$ cat src/common/drac_lite_pkg.sv
// Datapath shared definitions

package drac_lite_pkg;

    localparam int XLEN       = 64;
    localparam int ILEN       = 32;
    localparam int REG_ADDR_W = 5;
    localparam int CSR_ADDR_W = 12;

    typedef logic [XLEN-1:0]       bus64_t;
    typedef logic [REG_ADDR_W-1:0] reg_addr_t;
    typedef logic [ILEN-1:0]       instr_word_t;
    typedef logic [CSR_ADDR_W-1:0] csr_addr_t;
    typedef logic [7:0]            xcpt_cause_t;

    // mcause codes
    localparam xcpt_cause_t CAUSE_ILLEGAL = 8'd2;
    localparam xcpt_cause_t CAUSE_ECALL   = 8'd11;

    // major opcodes of the supported subset
    typedef enum logic [6:0] {
        OP_REG    = 7'b0110011,
        OP_IMM    = 7'b0010011,
        OP_LUI    = 7'b0110111,
        OP_SYSTEM = 7'b1110011
    } opcode_t;

    typedef enum logic [3:0] {
        ADD, SUB, AND, OR, XOR, ADDI, LUI,
        CSRRW, CSRRS, CSRRC, CSRRWI, CSRRSI, CSRRCI,
        ECALL, ILLEGAL
    } instr_type_t;

    // same encoding as the csr file commands
    typedef enum logic [2:0] {
        CSR_CMD_NOPE  = 3'b000,
        CSR_CMD_WRITE = 3'b001,
        CSR_CMD_SET   = 3'b010,
        CSR_CMD_CLEAR = 3'b011,
        CSR_CMD_SYS   = 3'b100,
        CSR_CMD_READ  = 3'b101
    } csr_cmd_t;

    typedef struct packed {
        logic        valid;
        bus64_t      pc;
        instr_word_t instr;
    } if_id_stage_t;

    typedef struct packed {
        logic        valid;
        bus64_t      pc;
        reg_addr_t   rs1;
        reg_addr_t   rs2;
        reg_addr_t   rd;
        logic        regfile_we;
        instr_type_t instr_type;
        bus64_t      imm;
        csr_addr_t   csr_addr;
        logic        ex_valid;
        xcpt_cause_t ex_cause;
    } instr_entry_t;

    typedef struct packed {
        instr_entry_t instr;
        bus64_t       data_rs1;
        bus64_t       data_rs2;
    } rr_exe_instr_t;

    typedef struct packed {
        logic        valid;
        bus64_t      pc;
        reg_addr_t   rd;
        reg_addr_t   rs1;
        logic        regfile_we;
        instr_type_t instr_type;
        bus64_t      result;
        csr_addr_t   csr_addr;
        logic        ex_valid;
        xcpt_cause_t ex_cause;
    } exe_wb_instr_t;

    // write-back bypass towards execute
    typedef struct packed {
        logic      valid;
        reg_addr_t rd;
        bus64_t    data;
    } wb_exe_instr_t;

    typedef struct packed {
        logic   valid;
        bus64_t pc;
    } req_cpu_icache_t;

    typedef struct packed {
        logic        valid;
        instr_word_t instr;
    } resp_icache_cpu_t;

    typedef struct packed {
        csr_addr_t   csr_rw_addr;
        csr_cmd_t    csr_rw_cmd;
        bus64_t      csr_rw_data;
        logic        csr_retire;
        logic        csr_exception;
        xcpt_cause_t csr_xcpt_cause;
        bus64_t      csr_pc;
    } req_cpu_csr_t;

    typedef struct packed {
        bus64_t csr_rw_rdata;
    } resp_csr_cpu_t;

    typedef struct packed {
        logic      valid;
        bus64_t    pc;
        logic      reg_we;
        reg_addr_t rd;
        bus64_t    data;
    } commit_t;

endpackage
$ cat src/logic/fetch_stage.sv
// Instruction fetch

`timescale 1ns/1ps

module fetch_stage #(
    parameter drac_lite_pkg::bus64_t RESET_PC = 64'h1000
) (
    input  logic                            clk_i,
    input  logic                            rstn_i,
    input  drac_lite_pkg::resp_icache_cpu_t resp_icache_i,
    output drac_lite_pkg::req_cpu_icache_t  req_icache_o,
    output drac_lite_pkg::if_id_stage_t     fetch_o
);

    import drac_lite_pkg::*;

    bus64_t pc_q;

    // pc only moves on when the icache answered
    always_ff @(posedge clk_i, negedge rstn_i) begin
        if (!rstn_i) begin
            pc_q <= RESET_PC;
        end else if (resp_icache_i.valid) begin
            pc_q <= pc_q + 64'd4;
        end
    end

    // request is always outstanding
    assign req_icache_o.valid = 1'b1;
    assign req_icache_o.pc    = pc_q;

    // no response means a bubble downstream
    assign fetch_o.valid = resp_icache_i.valid;
    assign fetch_o.pc    = pc_q;
    assign fetch_o.instr = resp_icache_i.instr;

endmodule

$ cat config.mk
export PLATFORM = sky130hd
export DESIGN_NAME = fetch_stage
export DESIGN_NICKNAME = d
export VERILOG_FILES = /design/src/common/drac_lite_pkg.sv /design/src/logic/fetch_stage.sv
export SDC_FILE = /design/constraint.sdc
export NUM_CORES = 1
export LEC_CHECK = 0
export ABC_AREA = 0
export BUFFER_PORTS_ARGS = -buffer_cell sky130_fd_sc_hd__buf_2
export CAP_MARGIN = 15
export CORE_UTILIZATION = 35
export DETAILED_ROUTE_END_ITERATION = 8
export GPL_TIMING_DRIVEN = 0
export PLACE_DENSITY = 0.69
export RECOVER_POWER = 50
export SKIP_CTS_REPAIR_TIMING = 1
export SLEW_MARGIN = 10
export SYNTH_ARGS = -nofsm -noshare
export SYNTH_HDL_FRONTEND = slang
export SYNTH_SLANG_ARGS = --single-unit
$ cat constraint.sdc
create_clock -name clk_i -period 3.2 [get_ports clk_i]
set_input_delay 0.64 -clock clk_i [delete_from_list [all_inputs] [get_ports clk_i]]
set_output_delay 0.64 -clock clk_i [all_outputs]
set_load 0.01 [all_outputs]
Word level (Yosys, flattened, before mapping)
Cells that the tools add are included.
- $add $sub $neg: 1
- operator list (cell ; count):
    adder 64 x 3 -> 64 bit, second input constant ; 1
- flip-flop bits (word level): 64
- bits of input ports: 35
- output and inout bits: 162
- logic and storage cells: 2

Longest topological paths before layout
- depth after elaboration: 1
- depth in mapped cells: 7
- depth with buffers taken out: 6

Least setup slack after synthesis
Ideal clock, no wire load.
- path kind: register to register
- from: reg pc_q[2]
- to: reg pc_q[54]
- setup time: 79 ps
- data arrival time: 1803 ps
- data required time: 3121 ps
- path slack: 1318 ps
- stages on the path, launching flop included: 7
- path buffers: 0
- period minus slack after synthesis: 1882 ps
- path through: dfrtp_1 > ha_1 > nand4_1 > nor4_4 > nand3_2 > nor4_2 > xor2_1
- longest elaborated chain between the ends: 1
- RTL lines (item ; RTL line ; text):
    start, declared ; fetch_stage.sv:17 ; bus64_t pc_q;
    start signal, assigned ; fetch_stage.sv:24 ; pc_q <= pc_q + 64'd4;
    adder 64 x 3 -> 64 bit ; fetch_stage.sv:24 ;
Every way passes these cells.
A chain may end at the register's enable or synchronous reset.

Worst setup path in the final report
- from: reg pc_q[4]
- to: reg pc_q[53]
Same word-level chain as after synthesis.

==> flow_summary.json <==
{
  "outcome": "complete, but fails checks",
  "violations": "capacitance limit, slew limit",
  "synth_edf_count": 0,
  "cts.sinks": 62,
  "ys_ff_latch": 62,
  "yosysSeqAreaShare": 0.409,
  "place.detailed.hpwl_mm": 6.86,
  "synth_warnings": 0,
  "cts_tree": "done",
  "firstDrtPassIters": 4,
  "dp.cells": 688,
  "n_antenna_cell": 0,
  "largest_register_ffs": 62,
  "synth_area_per_cell_um2": 9.73,
  "dieHeight_um": 106,
  "grt_antenna_before_repair": 0,
  "biggestRegsByFlops": "pc_q: 62 flops",
  "leakage_nw": 2.60,
  "drive_above_1_share": 0.388,
  "place_area_um2": 4770,
  "overflow": 0,
  "track_usage": 0.159,
  "period_share": 0.793,
  "synth_top_area_frac": 0.402,
  "insertion_delay_ps": 340,
  "powerDensity_nw_per_um2": 386,
  "cts_root_buf": "clkbuf_8",
  "cp-end-kind": "flip-flop",
  "netlist_area_um2": 3790,
  "portBuffers": 159,
  "hold_ws_ps": 501,
  "core_area_um2": 10400,
  "crit_arrival_ps": 2800,
  "worstSetupPathType": "flip-flop to flip-flop",
  "required_ps": 3460,
  "die_area_um2": 11300,
  "final_area_um2": 4850,
  "yosysMostFrequentCell": "buf_4",
  "fin_crit_ps": 2540,
  "ys.flop_type": "dfrtp_1",
  "max-vdd-ir-drop_mv": 0.267,
  "largest_register": "pc_q",
  "yosys-top-cells-count": "buf_4, dfrtp_1, nand2_1",
  "finalHoldViolCount": 0,
  "grt_first_pass_wirelength_mm": 13.8,
  "slew_viol_final": 63,
  "setup-violations-final": 0,
  "finClkSkew_ps": 6.58,
  "fp.dieW_um": 106,
  "rsz0062_at_grt": "false",
  "detail-route-antenna-nets": 0,
  "startpoint_type": "flip-flop",
  "hp-class": "flip-flop to flip-flop",
  "worst_slew_pin_slew_ps": 1540,
  "viasPerCell": 4.54,
  "grt_pass1_vias": 2784,
  "synthTopCellsByArea": "dfrtp_1, buf_4, xor2_1, xnor2_1, nand2_1",
  "max_freq_ghz": 0.394,
  "ioPinCount": 197,
  "synthDistinctLibCells": 28,
  "final_nets": 599,
  "drt_iter0_drc": 170,
  "num_vias": 3190,
  "grt_max_degree": 63,
  "fin_cells": 703,
  "gp_congestion": 0.853,
  "synthCells": 390,
  "cts_max_path_buffers": 2,
  "cap_viol_max_count": 1,
  "initial_core_util": 0.364,
  "wl_per_cell_um": 12.5,
  "clkTransAtPathRegs_ps": 60,
  "final_util": 0.465,
  "max_slew_margin": -0.0234,
  "rows": 37,
  "yosys.area.top_type": "dfrtp_1",
  "drc": 0,
  "async_flop_share": 1.00,
  "htreeDepth": 3,
  "synthToLayoutAreaGrowth_pct": 27.7,
  "tns_ps": 0,
  "drt-total-wl_mm": 8.79,
  "worst-path-max-fanout": 10,
  "numCtsBuffers": 9
}
[power by group]
part           switching (mW)  internal [mW]  leakage (nW)
logic                   0.174          0.185          1.66
registers              0.0867          0.826         0.849
clock network           0.283          0.319        0.0865
[cells in the final DEF (no fill, tap or decap)]
cell and instances:
and2_1 2, and3_1 8, and4_1 2, buf_2 91
buf_4 100, clkbuf_1 75, clkbuf_2 1, clkbuf_8 11
clkinv_2 1, conb_1 5, dfrtp_1 61, dfstp_2 1
ha_1 1, inv_1 2, mux2_2 1, nand2_1 37
nand3_1 27, nand3_2 2, nand4_1 20, nand4_2 1
nand4_4 1, nor2_1 20, nor3_1 17, nor4_1 8
nor4_2 5, nor4_4 3, nor4b_1 1, or2_2 2
xnor2_1 28, xor2_1 33
[routing by layer]
layer / wire (um) / vias up / global-route usage
met3: 505 / 11 / 0.0270
met4: 160 / 0 / 0.0744
li1: - / 1562 / -
met2: 4090 / 139 / 0.248
met5: 0 / - / 0
met1: 4030 / 1478 / 0.214
[cells by family (layout without fill, tap and decap cells)]
family	after synthesis	after routing	synth area share
buffers and inverters	107	281	0.206
xor gates and xnor gates	61	61	0.141
DFF	62	62	0.409
and+or+nand+nor	156	156	0.236
muxes	1	1	0.00297
adders and majority gates	1	1	0.00330
other	2	5	0.00198
[critical path, stage by stage (launching register included)]
cell	delay (ps)
dfrtp_1	390
clkbuf_1	280
nand2_1	220
nor3_1	510
nand4_1	360
buf_2	300
nor3_1	230
xor2_1	180
[area by class of cell]
class | count | area [um2]
buffer | 105 | 772
inverter | 2 | 7.51
timing repair buffer | 159 | 709
tap | 136 | 170
sequential | 62 | 1550
multi-input combinational | 224 | 1470
clock buffer | 14 | 163
fill | 1016 | 5570
clock inverter | 1 | 5.00
[stage by stage]
step	setup WS (ps)	total power, mW
3_5_place_dp	855	1.30
5_1_grt	419	1.97
4_1_cts	1000	1.90
2_1_floorplan	1320	1.14
3_3_place_gp	904	1.29
6_report	663	1.87
[worst paths after layout]
path	startpoint	endpoint	slack, ps	cells past startpoint
max	pc_q[4]	pc_q[53]	660	7
max in group asynchronous	rstn_i	pc_q[35]	1600	1
min in group asynchronous	rstn_i	pc_q[11]	650	1
min reg2reg	pc_q[63]	pc_q[63]	500	1
max reg2reg	pc_q[4]	pc_q[53]	660	7
min	pc_q[63]	pc_q[63]	500	1
Power figures use the tool's default switching activity.
