==> src/common/drac_lite_pkg.sv <==
// Datapath shared definitions

package drac_lite_pkg;

    localparam int XLEN       = 64;
    localparam int ILEN       = 32;
    localparam int REG_ADDR_W = 5;
    localparam int CSR_ADDR_W = 12;

    typedef logic [XLEN-1:0]       bus64_t;
    typedef logic [REG_ADDR_W-1:0] reg_addr_t;
    typedef logic [ILEN-1:0]       instr_word_t;
    typedef logic [CSR_ADDR_W-1:0] csr_addr_t;
    typedef logic [7:0]            xcpt_cause_t;

    // mcause codes
    localparam xcpt_cause_t CAUSE_ILLEGAL = 8'd2;
    localparam xcpt_cause_t CAUSE_ECALL   = 8'd11;

    // major opcodes of the supported subset
    typedef enum logic [6:0] {
        OP_REG    = 7'b0110011,
        OP_IMM    = 7'b0010011,
        OP_LUI    = 7'b0110111,
        OP_SYSTEM = 7'b1110011
    } opcode_t;

    typedef enum logic [3:0] {
        ADD, SUB, AND, OR, XOR, ADDI, LUI,
        CSRRW, CSRRS, CSRRC, CSRRWI, CSRRSI, CSRRCI,
        ECALL, ILLEGAL
    } instr_type_t;

    // same encoding as the csr file commands
    typedef enum logic [2:0] {
        CSR_CMD_NOPE  = 3'b000,
        CSR_CMD_WRITE = 3'b001,
        CSR_CMD_SET   = 3'b010,
        CSR_CMD_CLEAR = 3'b011,
        CSR_CMD_SYS   = 3'b100,
        CSR_CMD_READ  = 3'b101
    } csr_cmd_t;

    typedef struct packed {
        logic        valid;
        bus64_t      pc;
        instr_word_t instr;
    } if_id_stage_t;

    typedef struct packed {
        logic        valid;
        bus64_t      pc;
        reg_addr_t   rs1;
        reg_addr_t   rs2;
        reg_addr_t   rd;
        logic        regfile_we;
        instr_type_t instr_type;
        bus64_t      imm;
        csr_addr_t   csr_addr;
        logic        ex_valid;
        xcpt_cause_t ex_cause;
    } instr_entry_t;

    typedef struct packed {
        instr_entry_t instr;
        bus64_t       data_rs1;
        bus64_t       data_rs2;
    } rr_exe_instr_t;

    typedef struct packed {
        logic        valid;
        bus64_t      pc;
        reg_addr_t   rd;
        reg_addr_t   rs1;
        logic        regfile_we;
        instr_type_t instr_type;
        bus64_t      result;
        csr_addr_t   csr_addr;
        logic        ex_valid;
        xcpt_cause_t ex_cause;
    } exe_wb_instr_t;

    // write-back bypass towards execute
    typedef struct packed {
        logic      valid;
        reg_addr_t rd;
        bus64_t    data;
    } wb_exe_instr_t;

    typedef struct packed {
        logic   valid;
        bus64_t pc;
    } req_cpu_icache_t;

    typedef struct packed {
        logic        valid;
        instr_word_t instr;
    } resp_icache_cpu_t;

    typedef struct packed {
        csr_addr_t   csr_rw_addr;
        csr_cmd_t    csr_rw_cmd;
        bus64_t      csr_rw_data;
        logic        csr_retire;
        logic        csr_exception;
        xcpt_cause_t csr_xcpt_cause;
        bus64_t      csr_pc;
    } req_cpu_csr_t;

    typedef struct packed {
        bus64_t csr_rw_rdata;
    } resp_csr_cpu_t;

    typedef struct packed {
        logic      valid;
        bus64_t    pc;
        logic      reg_we;
        reg_addr_t rd;
        bus64_t    data;
    } commit_t;

endpackage
==> src/logic/decoder.sv <==
// Instruction decoder

`timescale 1ns/1ps

module decoder (
    input  drac_lite_pkg::if_id_stage_t decode_i,
    output drac_lite_pkg::instr_entry_t decode_instr_o
);

    import drac_lite_pkg::*;

    logic [6:0]  opcode;
    logic [2:0]  funct3;
    logic [6:0]  funct7;
    reg_addr_t   rd;
    instr_type_t itype;
    logic        is_xcpt;
    bus64_t      imm_i;
    bus64_t      imm_u;

    assign opcode = decode_i.instr[6:0];
    assign funct3 = decode_i.instr[14:12];
    assign funct7 = decode_i.instr[31:25];
    assign rd     = decode_i.instr[11:7];

    assign imm_i = {{52{decode_i.instr[31]}}, decode_i.instr[31:20]};
    // RV64 lui sign-extends the 32-bit value
    assign imm_u = {{32{decode_i.instr[31]}}, decode_i.instr[31:12], 12'b0};

    always_comb begin
        itype = ILLEGAL;
        case (opcode)
            OP_REG: begin
                case ({funct7, funct3})
                    {7'b0000000, 3'b000}: itype = ADD;
                    {7'b0100000, 3'b000}: itype = SUB;
                    {7'b0000000, 3'b111}: itype = AND;
                    {7'b0000000, 3'b110}: itype = OR;
                    {7'b0000000, 3'b100}: itype = XOR;
                    default:              itype = ILLEGAL;
                endcase
            end
            OP_IMM: begin
                if (funct3 == 3'b000) begin
                    itype = ADDI;
                end
            end
            OP_LUI: itype = LUI;
            OP_SYSTEM: begin
                case (funct3)
                    // only the exact ecall word, ebreak and trap returns are out
                    3'b000:  itype = (decode_i.instr[31:7] == '0) ? ECALL : ILLEGAL;
                    3'b001:  itype = CSRRW;
                    3'b010:  itype = CSRRS;
                    3'b011:  itype = CSRRC;
                    3'b101:  itype = CSRRWI;
                    3'b110:  itype = CSRRSI;
                    3'b111:  itype = CSRRCI;
                    default: itype = ILLEGAL;
                endcase
            end
            default: itype = ILLEGAL;
        endcase
    end

    assign is_xcpt = (itype == ECALL) || (itype == ILLEGAL);

    assign decode_instr_o.valid      = decode_i.valid;
    assign decode_instr_o.pc         = decode_i.pc;
    assign decode_instr_o.rs1        = decode_i.instr[19:15];
    assign decode_instr_o.rs2        = decode_i.instr[24:20];
    assign decode_instr_o.rd         = rd;
    // x0 is never written
    assign decode_instr_o.regfile_we = decode_i.valid && !is_xcpt && (rd != '0);
    assign decode_instr_o.instr_type = itype;
    assign decode_instr_o.imm        = (itype == LUI) ? imm_u : imm_i;
    assign decode_instr_o.csr_addr   = decode_i.instr[31:20];
    assign decode_instr_o.ex_valid   = decode_i.valid && is_xcpt;
    assign decode_instr_o.ex_cause   = (itype == ECALL) ? CAUSE_ECALL : CAUSE_ILLEGAL;

endmodule

==> config.mk <==
export PLATFORM = sky130hd
export DESIGN_NAME = decoder
export DESIGN_NICKNAME = d
export VERILOG_FILES = /design/src/common/drac_lite_pkg.sv /design/src/logic/decoder.sv
export SDC_FILE = /design/constraint.sdc
export NUM_CORES = 1
export LEC_CHECK = 0
export ABC_CLOCK_PERIOD_IN_PS = 7190
export CAP_MARGIN = 20
export CORE_AREA = 2 2 103 105
export DETAILED_ROUTE_END_ITERATION = 6
export DIE_AREA = 0 0 105 107
export DONT_BUFFER_PORTS = 1
export PLACE_DENSITY = 0.38
export SYNTH_ARGS = -nofsm -noshare
export SYNTH_HDL_FRONTEND = slang
export SYNTH_SLANG_ARGS = --single-unit
==> constraint.sdc <==
create_clock -name vclk -period 7.19
set_clock_uncertainty 0.2 [all_clocks]
set_input_delay 2.157 -clock vclk [all_inputs]
set_output_delay 2.157 -clock vclk [all_outputs]
set_load 0.005 [all_outputs]
Word-level counts from Yosys, hierarchy flattened --
Cells that the tools add are included.
Word-level totals: output and inout bits 170, register bits 0, input bits 97, logic and storage cells 33
Cells by class: reduce and logical (&&, ||, !) cells 9, multiplexer cells 7, equality and inequality tests 17
Operators with widths (number):
- two-way mux 31 bit | 1
- == test 10 x 3 -> 1 bit (second input constant) | 3
- case mux 4 bit (7 select lines) | 1
- logical NOT 25 bit | 1
- case mux 4 bit (5 select lines) | 1
- case mux 4 bit (4 select lines) | 1
- == test 7 x 6 -> 1 bit (second input constant) | 2
- == test 10 x 9 -> 1 bit (second input constant) | 1
- logical NOT 10 bit | 1
- == test 3 bit (second input constant) | 3
- == test 4 bit (second input constant) | 2
- two-way mux 4 bit | 2
- == test 7 x 5 -> 1 bit (second input constant) | 1
- == test 7 bit (second input constant) | 1
- == test 3 x 2 -> 1 bit (second input constant) | 2
- nonzero test 5 bit | 1
- == test 4 x 3 -> 1 bit (second input constant) | 1
- == test 3 x 1 -> 1 bit (second input constant) | 1
- logical AND 1 bit | 3
- logical NOT 3 bit | 1
- two-way mux 2 bit | 1
- logical NOT 1 bit | 1
- logical OR 1 bit | 1

Longest topological paths before layout --
Gate-level depths: netlist of run 1.
word-level depth 9, depth in mapped cells 8, gate-level depth less buffers 6

Worst setup path before layout of run 1 --
OpenSTA, ideal clock, no wires.
path kind input to output, start input port decode_i[7] (netlist name), end output port decode_instr_o[3] (netlist name), buffers on the path 1, path slack 1.187 ns, data required time 4.833 ns, arrival 3.646 ns, stages 6, path through or4_1 > nor4_2 > a221o_1 > nand3_1 > nor3_1 > buf_4
RTL lines:
- start: declaration | line decoder.sv:6 | input drac_lite_pkg::if_id_stage_t decode_i,
- end: declaration | line decoder.sv:7 | output drac_lite_pkg::instr_entry_t decode_instr_o

==> results.py, run 1 <==
metrics = {
    "status": {
        "status": "finished clean",
    },
    "cells_and_area": {
        "drive_gt1_frac": 0.0612,
        "final_net_count": 197,
        "area.sequential_um2": 0,
        "flops_and_latches": 0,
        "layout.clock_buffers": 0,
        "antenna-diode-count": 0,
        "area_growth_pct": -50.7,
        "final_core_util": 0.0803,
    },
    "floorplan": {
        "initial_core_util": 0.163,
        "floorplan.die.height_um": 107,
        "area_enclosed_by_the_die_boundary_mm2": 0.0112,
        "core-area_mm2": 0.0101,
        "top_level_ports": 267,
        "chipWidth_um": 105,
        "floorplan.rows": 37,
    },
    "sta": {
        "hold_viol_final": 0,
        "period_minus_slack_ps": 6330,
        "timing.final.setup_violations": 0,
        "grt_setup_unrepaired": "no",
        "fin_ws_ps": 858,
        "worst_pin_slew_ps": 928,
        "finalSetupTns_ps": 0,
        "timing.max_slew.rel_slack": 0.379,
        "drv_slew": 0,
        "fmax_mhz": 158,
        "min_period_over_period": 0.881,
    },
    "yosys": {
        "synth_cell_types": 38,
        "synth_top_area_share": 0.602,
        "synth.cell_area_mm2": 0.00165,
        "synth_largest_area_cell": "sky130_fd_sc_hd__buf_4",
        "synth_commonest_cells": "sky130_fd_sc_hd__buf_4 (132), sky130_fd_sc_hd__a21o_1 (19), sky130_fd_sc_hd__nor2b_1 (14)",
        "seq_area_frac_synth": 0,
        "ys.warnings.count": 0,
        "syn-instance-count": 233,
        "top_count_cell_post_synth": "sky130_fd_sc_hd__buf_4",
        "netlist_top_cells_area": "sky130_fd_sc_hd__buf_4 (60%), sky130_fd_sc_hd__a21o_1 (8.7%), sky130_fd_sc_hd__nor2b_1 (5.3%)",
        "syn_avg_cell_area_um2": 7.06,
    },
    "routing": {
        "routed_via_density": 3.74,
        "routed_wire_length_per_instance_um": 16.8,
        "routed_wl_um": 3930,
        "drt-pass1-iter-count": 4,
        "num_vias": 876,
        "remaining_drc_errors": 0,
        "ant_nets": 0,
        "dr.first_iter.drc_count": 22,
    },
    "setup_path": {
        "crit_path_start_kind": "input pin",
        "critical_path.slowest_cell": "sky130_fd_sc_hd__nor3_1",
        "timing.critical_path.cells": "nor4_1 -> nand3_1 -> nor4_2 -> a221o_1 -> nand3_1 -> nor3_1",
        "crit_required_ps": 4830,
        "critPathBufInv": 0,
        "crit_family": "simple AND/OR/NAND/NOR gates",
        "path_common_cell": "sky130_fd_sc_hd__nand3_1",
        "critical_path_maximum_fanout": 16,
        "endpoint_kind": "primary output",
        "timing.critical_path.slowest_cell_delay_ps": 450,
        "timing.critical_path.arrival_ps": 3980,
        "path_class": "in2out",
    },
    "clock_network": {
        "postCtsSetupRepairBufs": 0,
        "post_cts_resize_count": 0,
        "cts_hold_buf": 0,
    },
    "min_path": {
        "timing.hold.worst.class": "in2out",
    },
    "global_route": {
        "maximum_number_of_pins_on_one_net_before_global_route_repair": 37,
        "grt-ovfl-total": 0,
        "grt_use_total": 0.0638,
        "grt_pass1_wl_um": 5350,
        "number_of_global_route_vias_before_repair": 844,
        "number_of_antenna_violations_at_the_first_check_in_global_routing": 0,
    },
    "power": {
        "power_mw": 0.0229,
        "power.ir.vdd_worst_uv": 3.96,
        "leakage_nw": 0.310,
        "p_per_area_mw_per_mm2": 28.3,
    },
    "place": {
        "globalplace.congestion": 0.645,
        "hpwl_um": 3290,
        "placement.setup.worst_slack_ps": 703,
        "port_buffers": 0,
    },
    "flow_run": {
        "max_cap_viol_count": 0,
    },
}
## cell families (layout without fill, tap and decap cells)
logic type | count (synthesis) | in the layout | share of synthesized area
and+or+nand+nor | 55 | 55 | 0.208
buffers and inverters | 142 | 3 | 0.630
other | 2 | 6 | 0.00456
AOI/OAI and AO/OA | 34 | 34 | 0.157
## layout by cell type, fill, tap and decap left out, types with 2 or more instances in the layout
| cell | n |
|---|---|
| sky130_fd_sc_hd__a21oi_1 | 3 |
| sky130_fd_sc_hd__conb_1 | 6 |
| sky130_fd_sc_hd__nand2b_1 | 3 |
| sky130_fd_sc_hd__nand3_1 | 2 |
| sky130_fd_sc_hd__and3_1 | 2 |
| sky130_fd_sc_hd__nand4b_1 | 2 |
| sky130_fd_sc_hd__nand2_1 | 6 |
| sky130_fd_sc_hd__inv_1 | 2 |
| sky130_fd_sc_hd__and2_1 | 2 |
| sky130_fd_sc_hd__nor4_1 | 3 |
| sky130_fd_sc_hd__a21o_1 | 19 |
| sky130_fd_sc_hd__o21ai_0 | 3 |
| sky130_fd_sc_hd__nand4_1 | 2 |
| sky130_fd_sc_hd__nor2b_1 | 13 |
| sky130_fd_sc_hd__nor3_1 | 4 |
| sky130_fd_sc_hd__nor2_1 | 6 |
## power breakdown
group	internal, mW	switching [mW]
Combinational	0.0103	0.0126
Clock	0	0
Sequential	0	0
Total	0.0103	0.0126
## layout make-up
| class | count | area (µm²) |
|---|---|---|
| fill | 1209 | 9280 |
| inverter | 2 | 7.51 |
| multi-input combinational | 95 | 626 |
| tap | 136 | 170 |
| timing repair buffer | 1 | 7.51 |
## metal layers
layer,routed length [µm],track usage
met1,1380,0.0663
met2,1990,0.118
met3,442,0.0219
met4,116,0.0248
met5,0,0
## worst paths after layout
check / start / end / depth (start not counted)
setup / recovery: decode_i[14] / decode_instr_o[0] / 6
hold / removal: decode_i[33] / decode_instr_o[106] / 0
## per-stage QoR
stage	cell area [µm²]	hold WS (ps)	instances
5_1_grt	811	4110	234
6_report	811	4110	234
4_1_cts	811	4110	234
2_1_floorplan	1660	4190	237
3_3_place_gp	811	4110	234
3_5_place_dp	811	4110	234
(Power assumes the default switching activity.)
==> run 2: changes to the inputs <==
ABC_AREA = 1   (was unset)
CORE_AREA = 2 2 104 106   (was 2 2 103 105)
DIE_AREA = 0 0 106 108   (was 0 0 105 107)
PLACE_DENSITY = 0.39   (was 0.38)
==> results.py, run 2 <==
metrics = {
    "yosys": {
        "syn_avg_cell_area_um2": 5.72,
        "netlist_top_cells_area": "sky130_fd_sc_hd__buf_4 (56%), sky130_fd_sc_hd__nand2_1 (9.7%), sky130_fd_sc_hd__nor2_1 (8.0%)",
        "seq_area_frac_synth": 0,
        "post_synth_fa_ha_maj_area_fraction": 0,
        "ys.warnings.count": 0,
        "synth-compound-area-share": 0.0649,
        "synth_commonest_cells": "sky130_fd_sc_hd__buf_4 (132), sky130_fd_sc_hd__nand2_1 (46), sky130_fd_sc_hd__nor2_1 (38)",
        "syn-instance-count": 310,
        "synth_xor_xnor_area_share": 0.00494,
        "top_count_cell_post_synth": "sky130_fd_sc_hd__buf_4",
        "synth_mux_area_frac": 0,
        "post_synth_and_or_nand_nor_area_fraction": 0.282,
        "synth_largest_area_cell": "sky130_fd_sc_hd__buf_4",
        "synth.cell_area_mm2": 0.00177,
        "synth_top_area_share": 0.559,
        "synth_top_family_by_area": "buffers and inverters",
        "synth_cell_types": 21,
    },
    "power": {
        "comb_power_share": 1.000,
        "power_mw": 0.0280,
        "power.ir.vdd_worst_uv": 6.83,
        "switching_share": 0.721,
        "power_frac_seq": 0,
        "clock_share_of_power": 0,
        "leakage_nw": 0.464,
        "p_per_area_mw_per_mm2": 29.3,
        "internal-power_mw": 0.00781,
        "netSwitchingPower_mw": 0.0202,
    },
    "cells_and_area": {
        "flops_and_latches": 0,
        "area.sequential_um2": 0,
        "antenna-diode-count": 0,
        "drive_gt1_frac": 0.112,
        "final_cell_mix": "sky130_fd_sc_hd__nand2_1 (46), sky130_fd_sc_hd__nor2_1 (38), sky130_fd_sc_hd__inv_1 (35)",
        "final_area_um2": 956,
        "layout.clock_buffers": 0,
        "layout.cells.most_common": "sky130_fd_sc_hd__nand2_1",
        "final_net_count": 278,
        "area_growth_pct": -46.1,
    },
    "routing": {
        "remaining_drc_errors": 0,
        "dr.first_iter.drc_count": 59,
        "routed_wire_length_per_instance_um": 13.3,
        "routed_wl_um": 4190,
        "num_vias": 1130,
        "routed_via_density": 3.59,
        "ant_nets": 0,
        "drt-pass1-iter-count": 4,
    },
    "floorplan": {
        "floorplan.rows": 37,
        "initial_core_util": 0.173,
        "floorplan.die.height_um": 108,
        "top_level_ports": 267,
        "core-area_mm2": 0.0102,
        "chipWidth_um": 106,
        "area_enclosed_by_the_die_boundary_mm2": 0.0114,
    },
    "sta": {
        "timing.final.setup_violations": 0,
        "timing.max_slew.rel_slack": 0.553,
        "fmax_mhz": 156,
        "grt_setup_unrepaired": "no",
        "period_minus_slack_ps": 6390,
        "min_period_over_period": 0.889,
        "drv_slew": 0,
        "finalHoldWorstSlack_ps": 4110,
        "worst_pin_slew_ps": 669,
        "hold_viol_final": 0,
        "finalSetupTns_ps": 0,
    },
    "global_route": {
        "grt_pass1_wl_um": 6250,
        "grt_use_total": 0.0697,
        "grt-ovfl-total": 0,
        "maximum_number_of_pins_on_one_net_before_global_route_repair": 37,
        "number_of_antenna_violations_at_the_first_check_in_global_routing": 0,
        "number_of_global_route_vias_before_repair": 1092,
    },
    "min_path": {
        "worst_hold_path.num_cells": 0,
        "holdCritStartpoint": "decode_i[32]",
        "worst_hold_end": "decode_instr_o[105]",
        "timing.hold.worst.class": "in2out",
    },
    "setup_path": {
        "path_class": "in2out",
        "crit_path_start_kind": "input pin",
        "timing.critical_path.slowest_cell_delay_ps": 430,
        "endpoint_kind": "primary output",
        "critical_path.slowest_cell": "sky130_fd_sc_hd__inv_2",
        "crit_required_ps": 4830,
        "critical_path_maximum_fanout": 19,
        "timing.critical_path.cells": "nand2_1 -> nor2_1 -> nand2_1 -> inv_2 -> nor2_1 -> inv_1 -> o21ai_0",
        "timing.critical_path.arrival_ps": 4040,
    },
    "place": {
        "detailed_place.area_um2": 956,
        "hpwl_um": 3560,
        "port_buffers": 0,
        "globalplace.congestion": 0.704,
    },
    "clock_network": {
        "postCtsSetupRepairBufs": 0,
        "cts_hold_buf": 0,
        "post_cts_resize_count": 0,
    },
    "status": {
        "status": "finished clean",
    },
    "flow_run": {
        "max_cap_viol_count": 0,
    },
}
==> run 2: layer usage <==
metal / routed length (µm) / track usage
met1: 1880 / 0.0945
met2: 1800 / 0.111
met3: 451 / 0.0229
met4: 53 / 0.00940
met5: 0 / 0
==> run 2: power groups by stage <==
stage / clock, mW / combinational (mW) / sequential [mW]
after detailed placement: 0 / 0.0286 / 0
after global placement: 0 / 0.0283 / 0
after CTS: 0 / 0.0287 / 0
after global routing: 0 / 0.0332 / 0
final: 0 / 0.0280 / 0
after floorplan: 0 / 0.0810 / 0
==> run 2: metrics by stage <==
step	setup WS, ps	cells	util
global route	375	315	0.0934
CTS	675	315	0.0934
global placement	760	315	0.0934
finish	795	315	0.0934
detailed placement	676	315	0.0934
floorplan	1610	314	-
==> run 2: cells by family (layout without fill, tap and decap cells) <==
kind of cell / Yosys count / after routing
XOR/XNOR: 1 / 1
AND/OR/NAND/NOR: 114 / 114
buffers and inverters: 172 / 37
AO/OA/AOI/OAI: 21 / 21
other: 2 / 6
==> run 2: layout make-up <==
| class | count | area, µm² |
|---|---|---|
| inverter | 37 | 139 |
| tap | 136 | 170 |
| fill | 1235 | 9280 |
| multi-input combinational | 142 | 647 |
==> run 2: critical path, delay by kind of cell <==
family | cells | cell delay, ps
AND/OR/NAND/NOR | 4 | 740
buffers and inverters | 2 | 860
AO/OA/AOI/OAI | 1 | 260
==> run 2: worst max path at each step <==
| stage | startpoint | to | slack (ps) | cells after the start |
|---|---|---|---|---|
| 5_1_grt | decode_i[5] | decode_instr_o[35] | 370 | 7 |
| 4_1_cts | decode_i[5] | decode_instr_o[35] | 670 | 7 |
| 3_3_place_gp | decode_i[5] | decode_instr_o[34] | 760 | 7 |
| 2_1_floorplan | decode_i[27] | decode_instr_o[3] | 1610 | 12 |
| 6_report | decode_i[5] | decode_instr_o[35] | 800 | 7 |
| 3_5_place_dp | decode_i[5] | decode_instr_o[35] | 680 | 7 |
