==> config.mk <==
export PLATFORM = sky130hd
export DESIGN_NAME = wb_csr_ctrl
export DESIGN_NICKNAME = d
export VERILOG_FILES = /design/src/common/drac_lite_pkg.sv /design/src/logic/wb_csr_ctrl.sv
export SDC_FILE = /design/constraint.sdc
export NUM_CORES = 1
export LEC_CHECK = 0
export ABC_AREA = 1
export ABC_CLOCK_PERIOD_IN_PS = 1700
export BUFFER_PORTS_ARGS = -buffer_cell sky130_fd_sc_hd__buf_2
export CORE_AREA = 2 2 255 257
export DETAILED_ROUTE_END_ITERATION = 12
export DIE_AREA = 0 0 257 259
export PLACE_DENSITY = 0.3
export SYNTH_ARGS = -nofsm -noshare
export SYNTH_HDL_FRONTEND = slang
export SYNTH_SLANG_ARGS = --single-unit
export TNS_END_PERCENT = 10
==> constraint.sdc <==
create_clock -name vclk -period 1.7
set_clock_uncertainty 0.2 [all_clocks]
set_input_delay 0.17 -clock vclk [all_inputs]
set_output_delay 0.17 -clock vclk [all_outputs]
set_load 0.02 [all_outputs]
==> src/common/drac_lite_pkg.sv <==
// Datapath shared definitions

package drac_lite_pkg;

    localparam int XLEN       = 64;
    localparam int ILEN       = 32;
    localparam int REG_ADDR_W = 5;
    localparam int CSR_ADDR_W = 12;

    typedef logic [XLEN-1:0]       bus64_t;
    typedef logic [REG_ADDR_W-1:0] reg_addr_t;
    typedef logic [ILEN-1:0]       instr_word_t;
    typedef logic [CSR_ADDR_W-1:0] csr_addr_t;
    typedef logic [7:0]            xcpt_cause_t;

    // mcause codes
    localparam xcpt_cause_t CAUSE_ILLEGAL = 8'd2;
    localparam xcpt_cause_t CAUSE_ECALL   = 8'd11;

    // major opcodes of the supported subset
    typedef enum logic [6:0] {
        OP_REG    = 7'b0110011,
        OP_IMM    = 7'b0010011,
        OP_LUI    = 7'b0110111,
        OP_SYSTEM = 7'b1110011
    } opcode_t;

    typedef enum logic [3:0] {
        ADD, SUB, AND, OR, XOR, ADDI, LUI,
        CSRRW, CSRRS, CSRRC, CSRRWI, CSRRSI, CSRRCI,
        ECALL, ILLEGAL
    } instr_type_t;

    // same encoding as the csr file commands
    typedef enum logic [2:0] {
        CSR_CMD_NOPE  = 3'b000,
        CSR_CMD_WRITE = 3'b001,
        CSR_CMD_SET   = 3'b010,
        CSR_CMD_CLEAR = 3'b011,
        CSR_CMD_SYS   = 3'b100,
        CSR_CMD_READ  = 3'b101
    } csr_cmd_t;

    typedef struct packed {
        logic        valid;
        bus64_t      pc;
        instr_word_t instr;
    } if_id_stage_t;

    typedef struct packed {
        logic        valid;
        bus64_t      pc;
        reg_addr_t   rs1;
        reg_addr_t   rs2;
        reg_addr_t   rd;
        logic        regfile_we;
        instr_type_t instr_type;
        bus64_t      imm;
        csr_addr_t   csr_addr;
        logic        ex_valid;
        xcpt_cause_t ex_cause;
    } instr_entry_t;

    typedef struct packed {
        instr_entry_t instr;
        bus64_t       data_rs1;
        bus64_t       data_rs2;
    } rr_exe_instr_t;

    typedef struct packed {
        logic        valid;
        bus64_t      pc;
        reg_addr_t   rd;
        reg_addr_t   rs1;
        logic        regfile_we;
        instr_type_t instr_type;
        bus64_t      result;
        csr_addr_t   csr_addr;
        logic        ex_valid;
        xcpt_cause_t ex_cause;
    } exe_wb_instr_t;

    // write-back bypass towards execute
    typedef struct packed {
        logic      valid;
        reg_addr_t rd;
        bus64_t    data;
    } wb_exe_instr_t;

    typedef struct packed {
        logic   valid;
        bus64_t pc;
    } req_cpu_icache_t;

    typedef struct packed {
        logic        valid;
        instr_word_t instr;
    } resp_icache_cpu_t;

    typedef struct packed {
        csr_addr_t   csr_rw_addr;
        csr_cmd_t    csr_rw_cmd;
        bus64_t      csr_rw_data;
        logic        csr_retire;
        logic        csr_exception;
        xcpt_cause_t csr_xcpt_cause;
        bus64_t      csr_pc;
    } req_cpu_csr_t;

    typedef struct packed {
        bus64_t csr_rw_rdata;
    } resp_csr_cpu_t;

    typedef struct packed {
        logic      valid;
        bus64_t    pc;
        logic      reg_we;
        reg_addr_t rd;
        bus64_t    data;
    } commit_t;

endpackage
==> src/logic/wb_csr_ctrl.sv <==
// Write-back and CSR control

`timescale 1ns/1ps

module wb_csr_ctrl (
    input  drac_lite_pkg::exe_wb_instr_t wb_i,
    input  drac_lite_pkg::resp_csr_cpu_t resp_csr_i,
    output drac_lite_pkg::req_cpu_csr_t  req_csr_o,
    output logic                         rf_we_o,
    output drac_lite_pkg::bus64_t        rf_wdata_o,
    output drac_lite_pkg::wb_exe_instr_t fwd_o,
    output drac_lite_pkg::commit_t       commit_o
);

    import drac_lite_pkg::*;

    csr_cmd_t cmd;
    bus64_t   csr_wdata;
    bus64_t   zimm;
    logic     rs1_zero;
    logic     csr_rd_sel;

    // immediate forms use the rs1 field as a 5-bit value
    assign zimm     = {{(XLEN-REG_ADDR_W){1'b0}}, wb_i.rs1};
    assign rs1_zero = (wb_i.rs1 == '0);

    always_comb begin
        cmd       = CSR_CMD_NOPE;
        csr_wdata = '0;
        if (wb_i.valid) begin
            case (wb_i.instr_type)
                CSRRW: begin
                    cmd       = CSR_CMD_WRITE;
                    csr_wdata = wb_i.result;
                end
                CSRRS: begin
                    cmd       = rs1_zero ? CSR_CMD_READ : CSR_CMD_SET;
                    csr_wdata = wb_i.result;
                end
                CSRRC: begin
                    cmd       = rs1_zero ? CSR_CMD_READ : CSR_CMD_CLEAR;
                    csr_wdata = wb_i.result;
                end
                CSRRWI: begin
                    cmd       = CSR_CMD_WRITE;
                    csr_wdata = zimm;
                end
                CSRRSI: begin
                    cmd       = rs1_zero ? CSR_CMD_READ : CSR_CMD_SET;
                    csr_wdata = zimm;
                end
                CSRRCI: begin
                    cmd       = rs1_zero ? CSR_CMD_READ : CSR_CMD_CLEAR;
                    csr_wdata = zimm;
                end
                ECALL:  cmd = CSR_CMD_SYS;
                default: cmd = CSR_CMD_NOPE;
            endcase
        end
    end

    // rd of a csr access gets the old csr value
    assign csr_rd_sel = (cmd != CSR_CMD_NOPE) && (cmd != CSR_CMD_SYS);

    assign req_csr_o.csr_rw_addr    = (cmd != CSR_CMD_NOPE) ? wb_i.csr_addr : '0;
    assign req_csr_o.csr_rw_cmd     = cmd;
    assign req_csr_o.csr_rw_data    = csr_wdata;
    assign req_csr_o.csr_retire     = wb_i.valid && !wb_i.ex_valid;
    assign req_csr_o.csr_exception  = wb_i.valid && wb_i.ex_valid;
    assign req_csr_o.csr_xcpt_cause = wb_i.ex_cause;
    assign req_csr_o.csr_pc         = wb_i.pc;

    // excepting instructions never write back
    assign rf_we_o    = wb_i.valid && wb_i.regfile_we && !wb_i.ex_valid;
    assign rf_wdata_o = csr_rd_sel ? resp_csr_i.csr_rw_rdata : wb_i.result;

    assign fwd_o.valid = rf_we_o;
    assign fwd_o.rd    = wb_i.rd;
    assign fwd_o.data  = rf_wdata_o;

    assign commit_o.valid  = wb_i.valid;
    assign commit_o.pc     = wb_i.pc;
    assign commit_o.reg_we = rf_we_o;
    assign commit_o.rd     = wb_i.rd;
    assign commit_o.data   = rf_wdata_o;

endmodule

# ---- Yosys cells after proc, flatten, opt, wreduce, memory -nomap -nowiden
# Cells that the tools add are included.
dict set report totals {
  elab_cells 29
  reg_bits 0
  output_inout_bits 423
}
dict set report op_classes {
  n_eq_ne 8
  n_reduce_logical 13
  mux 8
}
# operator n
set ops {}
lappend ops {{$mux 64} 2}
lappend ops {{$pmux 64 s2} 1}
lappend ops {{$eq 4x4->1 const B} 6}
lappend ops {{$mux 12} 1}
lappend ops {{$pmux 3 s4} 1}
lappend ops {{$mux 3} 3}
lappend ops {{$reduce_or 2->1} 3}
lappend ops {{$reduce_or 3->1} 2}
lappend ops {{$logic_and 1x1->1} 5}
lappend ops {{$logic_not 5->1} 1}
lappend ops {{$eq 4x3->1 const B} 1}
lappend ops {{$ne 3x3->1 const B} 1}
lappend ops {{$reduce_bool 3->1} 1}
lappend ops {{$logic_not 1->1} 1}

# ---- Longest topological paths before layout
# Gate-level depths: netlist (run 1).
dict set report depth {
  word_depth 7
  mapped_depth 12
  depth_no_buf 10
}

# ---- Worst setup path after synthesis (run 1)
# No wires, ideal clock.
dict set report synth_path {
  kind {in2out}
  start {in wb_i[90] (netlist bit)}
  end {out fwd_o[14] (netlist bit)}
  t_required_ns 1.330
  stages 9
  setup_slack_ns -0.139
  arrival_ns 1.469
  cell_sequence {or2_1 -> nor2_1 -> inv_1 -> nand3_2 -> buf_6 -> buf_4 -> nand3_2 -> nand2_1 -> buf_4}
}
# element line
set synth_lines {}
lappend synth_lines {{start: declaration} wb_csr_ctrl.sv:6} ;# input drac_lite_pkg::exe_wb_instr_t wb_i,
lappend synth_lines {{end: declaration} wb_csr_ctrl.sv:11} ;# output drac_lite_pkg::wb_exe_instr_t fwd_o,

==> results.md, run 1 <==
- Startpoint types: input port
- Pwr per Cell Area: 421 mW/mm²
- Post-Place Worst Slack: -0.401 ns
- Die area: 0.0666 mm²
- Final Max Tran Viols: 0
- Crit path DAT: 1.63 ns
- Core area: 0.0639 mm²
- Final setup margin: -0.296 ns
- Total number of yosys warnings: 0
- Total track usage: 6.16%
- Slew headroom: 73.3%
- Crit share post-route: 117%
- Filler cells: 7430
- Die Height: 259 µm
- Routed len/inst: 14.5 µm
- Hold slack: 0.140 ns
- DP Wirelength: 19100 µm
- Worst path max stage delay: 0.24 ns
- Vias: 4726
- Maxcap violations: 0
- Largest area contributor in the netlist: buf_4
- Crit-path cells: buf_6 > or2_4 > nor2_4 > nand2_2 > nand2_4 > nand2_8 > nand2_8 > clkbuf_16 > nand2_1 > nand2_2 > buf_4
- WL final: 25200 µm
- ANT nets after route: 0
- First-pass GRT wire length: 30700 µm
- Pre-Repair DR Iteration Count: 4
- Syn_nets: 934
- Synth top area share: 50.9%
- Antenna violations before repair: 3
- Cell Area, Synth: 0.00423 mm²
- RSZ-0062 raised after global routing: true
- Post-Syn Area per Cell: 6.00 µm²
- Worst Path Required: 1.33 ns
- Initial Util: 6.62%
- Cells after Synth: 705
- HP Class: in2out
- FF/Latch Area: 0 µm²
- Largest net degree at the start of global routing: 49
- Final worst path period need: 2.00 ns
- Final net count: 1116
- RePlAce Congestion: 0.930
- Worst slew pin tran: 0.401 ns
- Leakage: 4.17 nW
- Crit path max fanout: 12
- Seq/Total Area, Yosys: 0%
- Post-DR vias/cell: 2.71
- Setup TNS: -49.49 ns
- Layout cells sized above 1: 78.3%
- Port bufs: 429
- Top cells by area, synth: buf_4, nand2_1, nand3_2
- Pwr Total: 3.29 mW
- Remaining DRCs: 0
- Io pins: 652
- Classification of the worst setup path: in2out
- Area Overhead vs Synth: 84.8%
- Worst path slowest cell: or2_4
- FP Rows: 93
- Status: finished with violations
- Hold Vio Cnt, Final: 0
- Grt ovf: 0
- Max VDD drop: 0.000115 V
- Seq cells: 0
- Max Fclk: 501 MHz
- Number of global-route vias before repair: 4472
- Failing checks: negative setup slack
- Clock buffers: 0
- Die X: 257 µm
- Initial drt markers: 157
- Final setup viols: 244
- Post-synthesis cell type count: 21
- Crit. End Element: output pin
-- per-stage QoR --
| step | std cells | util, % | cell area [µm²] |
|---|---|---|---|
| 6_report | 1742 | 12.2 | 7820 |
| 5_1_grt | 1741 | 12.2 | 7820 |
| 4_1_cts | 1726 | 10.7 | 6850 |
| 3_5_place_dp | 1720 | 9.23 | 5900 |
| 3_3_place_gp | 1720 | 9.23 | 5900 |
| 2_1_floorplan | 705 | - | 4720 |
-- worst max-delay path, delay by kind of cell --
kind / cells / cell delay (ns)
buffers and inverters: 3 / 0.47
AND/OR/NAND/NOR: 8 / 0.97
-- placed cells by master, fill, tap and decap left out --
cell type	synthesis	routed
clkinv_2	0	1
a21oi_2	0	6
clkbuf_16	0	5
buf_8	0	2
buf_12	6	17
nand3_1	15	14
inv_4	0	3
buf_2	4	174
nor2_4	0	7
inv_1	80	76
nand3_4	0	8
nand2_2	4	45
or2_4	0	1
nor2_2	2	13
nand2_8	0	3
nand2_4	2	73
buf_16	0	5
nand2_1	151	37
diode_2	0	2
inv_2	2	3
o21ai_4	0	2
o21ai_0	1	1
nor3_4	0	1
nand3_2	51	44
buf_6	2	92
a21oi_1	8	2
buf_4	287	188
nor2_1	80	62
-- kinds of logic after synthesis --
logic type	synth area share, %
AO/OA/AOI/OAI	1.39
AND/OR/NAND/NOR	36.0
buffers and inverters	62.6
-- final timing paths --
check,start,end,slack [ns],cells past startpoint
hold / removal,wb_i[2],req_csr_o[66],0.14,0
setup / recovery,wb_i[90],fwd_o[60],-0.30,11
-- synth_stat cells --
| master | n |
|---|---|
| nor2_1 | 80 |
| nand2_4 | 2 |
| clkinv_1 | 1 |
| nand2_2 | 4 |
| buf_4 | 287 |
| a21oi_1 | 8 |
| buf_6 | 2 |
| buf_12 | 6 |
| buf_2 | 4 |
| clkbuf_1 | 5 |
| or2_1 | 1 |
| nand3_1 | 15 |
| nor3_1 | 1 |
| o21ai_2 | 1 |
| nand3_2 | 51 |
| o21ai_1 | 1 |
| nor2_2 | 2 |
| o21ai_0 | 1 |
| inv_2 | 2 |
| nand2_1 | 151 |
| inv_1 | 80 |
-- power breakdown --
| part | switching [mW] | internal, mW | leakage (nW) |
|---|---|---|---|
| clock | 0 | 0.000000158 | 0.0000127 |
| combinational | 1.87 | 1.41 | 4.17 |
| sequential | 0 | 0 | 0 |
| total | 1.87 | 1.41 | 4.17 |
-- area by class of cell --
cell class	instances	area [µm²]	area share (%)
timing repair buffer	483	3950	50.5
multi-input combinational	319	2470	31.6
tap	855	1070	13.7
inverter	83	320	4.10
antenna	2	5.00	0.0640
-- timing repair --
item,in CTS,in global routing
gates cloned,5,8
hold buffers,0,0
pin swaps,5,19
resized for setup,284,214
setup endpoints to repair,270,270
buffers inserted,3,7
-- per-layer routing --
layer / up-vias / routed length, µm / global-route usage (%)
met4: 4 / 1020 / 2.26
met1: 2125 / 8920 / 6.29
met3: 73 / 2610 / 2.04
met5: - / 57 / 0.427
li1: 2186 / - / -
met2: 338 / 12600 / 11.6
Power figures use the tool's default switching activity.
==> run 2, diff against run 1 <==
--- a/config.mk
+++ b/config.mk
@@ -11,6 +11,7 @@
 export CORE_AREA = 2 2 255 257
 export DETAILED_ROUTE_END_ITERATION = 12
 export DIE_AREA = 0 0 257 259
+export GPL_TIMING_DRIVEN = 0
 export PLACE_DENSITY = 0.3
 export SYNTH_ARGS = -nofsm -noshare
 export SYNTH_HDL_FRONTEND = slang
==> results.md, run 2 (same netlist as run 1, synthesis figures left out) <==
- Hold_buf cts: 0
- Crit path max fanout: 8
- HP Class: in2out
- Total track usage: 7.68%
- FF/Latch Area: 0 µm²
- Worst Path Required: 1.33 ns
- Initial drt markers: 126
- Max Fclk: 482 MHz
- Routed len/inst: 13.3 µm
- Hold path cells: 2
- Port bufs: 575
- Grt ovf: 0
- Io pins: 652
- Antenna violations before repair: 2
- Pre-Repair DR Iteration Count: 4
- Largest net degree at the start of global routing: 11
- Failing checks: negative setup slack
- Commonest cells after routing, fill and taps aside: buf_2, buf_4, buf_6, inv_1, nor2_1
- Crit. End Element: output pin
- Clock buffers: 0
- Leakage: 5.96 nW
- WL final: 28700 µm
- Number of global-route vias before repair: 5941
- Post-route insts no fill: 2151
- Maxcap violations: 0
- Crit share post-route: 122%
- Ant. Diodes: 0
- Initial Util: 6.62%
- Final setup viols: 261
- Hold Path End: req_csr_o[52]
- Hold slack: 0.357 ns
- Most common cell after layout, fill and taps aside: buf_2
- Vias: 6076
- Seq cells: 0
- Final Max Tran Viols: 0
- First-pass GRT wire length: 38800 µm
- Crit path DAT: 1.70 ns
- Core area: 0.0639 mm²
- Final worst path period need: 2.07 ns
- Max VDD drop: 0.000163 V
- CP most frequent cell: buf_6
- Final setup margin: -0.373 ns
- Layout cells sized above 1: 83.3%
- Worst slew pin tran: 0.351 ns
- Post-Place Cells: 2135
- Die area: 0.0666 mm²
- Area Overhead vs Synth: 144%
- Hold Vio Cnt, Final: 0
- Worst path depth: 13
- FP Rows: 93
- RSZ-0062 raised after global routing: true
- Post-DR vias/cell: 2.82
- Hold path start: wb_i[152]
- Crit-path cells: buf_6 > or2_4 > nor2_4 > nand2_2 > nand2_2 > nand2_4 > buf_12 > buf_12 > buf_16 > nand3_4 > nand2_4 > buf_6 > buf_6
- Worst path max stage delay: 0.25 ns
- Startpoint types: input port
- DP Wirelength: 25200 µm
- Slew headroom: 76.6%
- WP buf/inv: 6
- Classification of the worst setup path: in2out
- RePlAce Congestion: 0.908
- Remaining DRCs: 0
- Die Height: 259 µm
- Status: finished with violations
- ANT nets after route: 0
- Pwr per Cell Area: 425 mW/mm²
- Final net count: 1527
- Worst path slowest cell: or2_4
- Largest delay share family, worst path: buffers and inverters
- Die X: 257 µm
run 2: cell types whose count changed in the layout (fill, tap and decap cells not counted), sizes merged:
cell / previous run / this run
buf: 478 / 889
diode: 2 / 0
clkbuf: 5 / 6
clkinv: 1 / 0
inv: 82 / 83
nand2: 158 / 157
run 2: repair_timing:
action / CTS / global route
pin swaps: 16 / 17
gates cloned: 4 / 1
setup buffers: 12 / 2
resized for setup: 307 / 127
endpoints found under the setup margin: 270 / 270
run 2: per-stage QoR:
step	util [%]	setup WS [ns]	TNS (ns)	power (mW)	instance area, µm²
after floorplan	-	0.0190	0	2.48	4720
after global placement	13.6	-0.829	-171.03	3.71	8670
after detailed placement	13.6	-0.837	-171.90	3.69	8670
after CTS	15.5	-0.458	-84.11	4.27	9890
after global routing	16.2	-0.462	-89.15	4.64	10300
final	16.2	-0.373	-59.56	4.38	10300
run 2: worst max path at each step:
stage                     end  slack [ns]      from
2_1_floorplan       fwd_o[10]        0.02  wb_i[90]
3_3_place_gp   rf_wdata_o[43]       -0.83  wb_i[87]
3_5_place_dp        fwd_o[43]       -0.84  wb_i[87]
4_1_cts        rf_wdata_o[31]       -0.46  wb_i[91]
5_1_grt             fwd_o[60]       -0.46  wb_i[90]
6_report       rf_wdata_o[29]       -0.37  wb_i[90]
run 2: metal layers:
metal / up-vias / wire (µm) / track usage [%]
met3: 21 / 1820 / 1.03
met5: - / 13 / 0
met1: 2690 / 10600 / 8.37
li1: 3001 / - / -
met2: 362 / 15700 / 15.9
met4: 2 / 439 / 0.888
run 2: cell type report:
class              count  area (µm²)
plain buffers        303        2660
inverters             83         324
repair buffers       592        3900
well taps            855        1070
multi-input cells    318        2380
fillers             7324       53600
run 2: where the power goes:
group | internal (mW) | total, mW | leakage (nW) | switching (mW)
registers | 0 | 0 | 0 | 0
logic | 2.12 | 4.38 | 5.96 | 2.27
clock network | 0 | 0 | 0 | 0
==> run 3, diff against run 2 <==
--- a/config.mk
+++ b/config.mk
@@ -12,7 +12,7 @@
 export DETAILED_ROUTE_END_ITERATION = 12
 export DIE_AREA = 0 0 257 259
 export GPL_TIMING_DRIVEN = 0
-export PLACE_DENSITY = 0.3
+export PLACE_DENSITY_LB_ADDON = 0.05
 export SYNTH_ARGS = -nofsm -noshare
 export SYNTH_HDL_FRONTEND = slang
 export SYNTH_SLANG_ARGS = --single-unit
==> results.md, run 3 (same netlist as run 1, synthesis figures left out) <==
- Vias: 6086
- Grt ovf: 0
- Max VDD drop: 0.000123 V
- Initial Util: 6.62%
- Hold_buf cts: 0
- Pre-Repair DR Iteration Count: 4
- Fin util: 17.2%
- Total track usage: 8.72%
- Multi-input gate area: 0.00257 mm²
- Post-Route M1 WL: 11100 µm
- Detail Route met3 WL: 2140 µm
- First-pass GRT wire length: 43200 µm
- Startpoint types: input port
- Commonest cells after routing, fill and taps aside: buf_2, buf_4, buf_6, inv_1, nand2_4
- Most common cell after layout, fill and taps aside: buf_2
- Crit. End Element: output pin
- ANT nets after route: 0
- Filler cells: 7317
- Final Max Tran Viols: 0
- RSZ-0062 raised after global routing: true
- Io pins: 652
- Slew headroom: 77.1%
- Remaining DRCs: 0
- Pwr per Cell Area: 424 mW/mm²
- Post-DR vias/cell: 2.83
- Number of global-route vias before repair: 6102
- Final setup viols: 194
- Antenna violations before repair: 1
- Crit path max fanout: 6
- Routed len/inst: 15.1 µm
- Seq cells: 0
- Port bufs: 575
- Crit path DAT: 1.70 ns
- WL met2: 19300 µm
- Max Fclk: 484 MHz
- Initial drt markers: 109
- Area Overhead vs Synth: 160%
- Worst Path Required: 1.33 ns
- Largest net degree at the start of global routing: 11
- Final setup margin: -0.366 ns
- Die area: 0.0666 mm²
- Max Used Layer: met3
- Layout cells sized above 1: 84.8%
- Failing checks: negative setup slack
- Crit share post-route: 122%
- DP Wirelength: 28100 µm
- WL final: 32500 µm
- RePlAce Congestion: 0.758
- Die X: 257 µm
- HP Class: in2out
- Clock buffers: 0
- Maxcap violations: 0
- Hold Vio Cnt, Final: 0
- FP Rows: 93
- Final net count: 1529
- FF/Latch Area: 0 µm²
- Worst slew pin tran: 0.343 ns
- Post-route insts no fill: 2153
- Post-Place Cells: 2135
- Final worst path period need: 2.07 ns
- Status: finished with violations
- Die Height: 259 µm
- Classification of the worst setup path: in2out
- Ant. Diodes: 0
- Post-Place Worst Slack: -0.694 ns
- Core area: 0.0639 mm²
- Leakage: 6.21 nW
==> run 3: changes by cell type in the layout (fill, tap and decap cells not counted), sizes merged <==
cell	before	now
buf	889	885
clkbuf	6	12
==> run 3: area by class of cell <==
type	count	area share, %
inverters	83	2.92
plain buffers	303	24.4
repair buffers	594	39.5
well taps	855	9.72
multi-input cells	318	23.4
==> run 3: metal layers <==
metal / global-route usage [%] / up-vias
met1: 8.70 / 2767
met2: 18.9 / 307
met5: 0 / -
met4: 0.194 / 0
met3: 1.87 / 0
li1: - / 3012
==> run 3: path summary, 6_finish.rpt <==
check / startpoint / cells past startpoint / to / slack (ns)
max: wb_i[88] / 15 / rf_wdata_o[44] / -0.37
min: wb_i[3] / 2 / req_csr_o[67] / 0.36
==> run 3: what timing repair did <==
action                     CTS  global route
pin swaps                   26            27
setup buffers               10             2
gates resized for setup    429           165
cloned                       3             5
setup endpoints to repair  268           267
==> run 3: critical path: stages <==
cell and delay (ns):
buf_6 0.12, inv_1 0.05, nor2_1 0.14, nand2_1 0.08, nand2_2 0.08, nor2_4 0.05, nand2_4 0.08, nand2_8 0.10
nand2_8 0.11, buf_12 0.16, clkbuf_16 0.19, nand2_4 0.05, nand2_4 0.08, buf_4 0.11, buf_6 0.11
==> run 3: where the power goes <==
part	switching [mW]	total [mW]	internal, mW
registers	0	0	0
clock network	0	0	0
logic	2.37	4.67	2.30
==> run 3: through the flow <==
step	area [µm²]	power, mW	setup TNS (ns)	hold slack (ns)
2_1_floorplan	4720	2.48	0	0.220
6_report	11000	4.67	-55.04	0.357
5_1_grt	11000	4.96	-75.57	0.360
3_3_place_gp	8670	3.78	-147.34	0.359
3_5_place_dp	8670	3.74	-143.29	0.358
4_1_cts	10200	4.47	-84.05	0.359
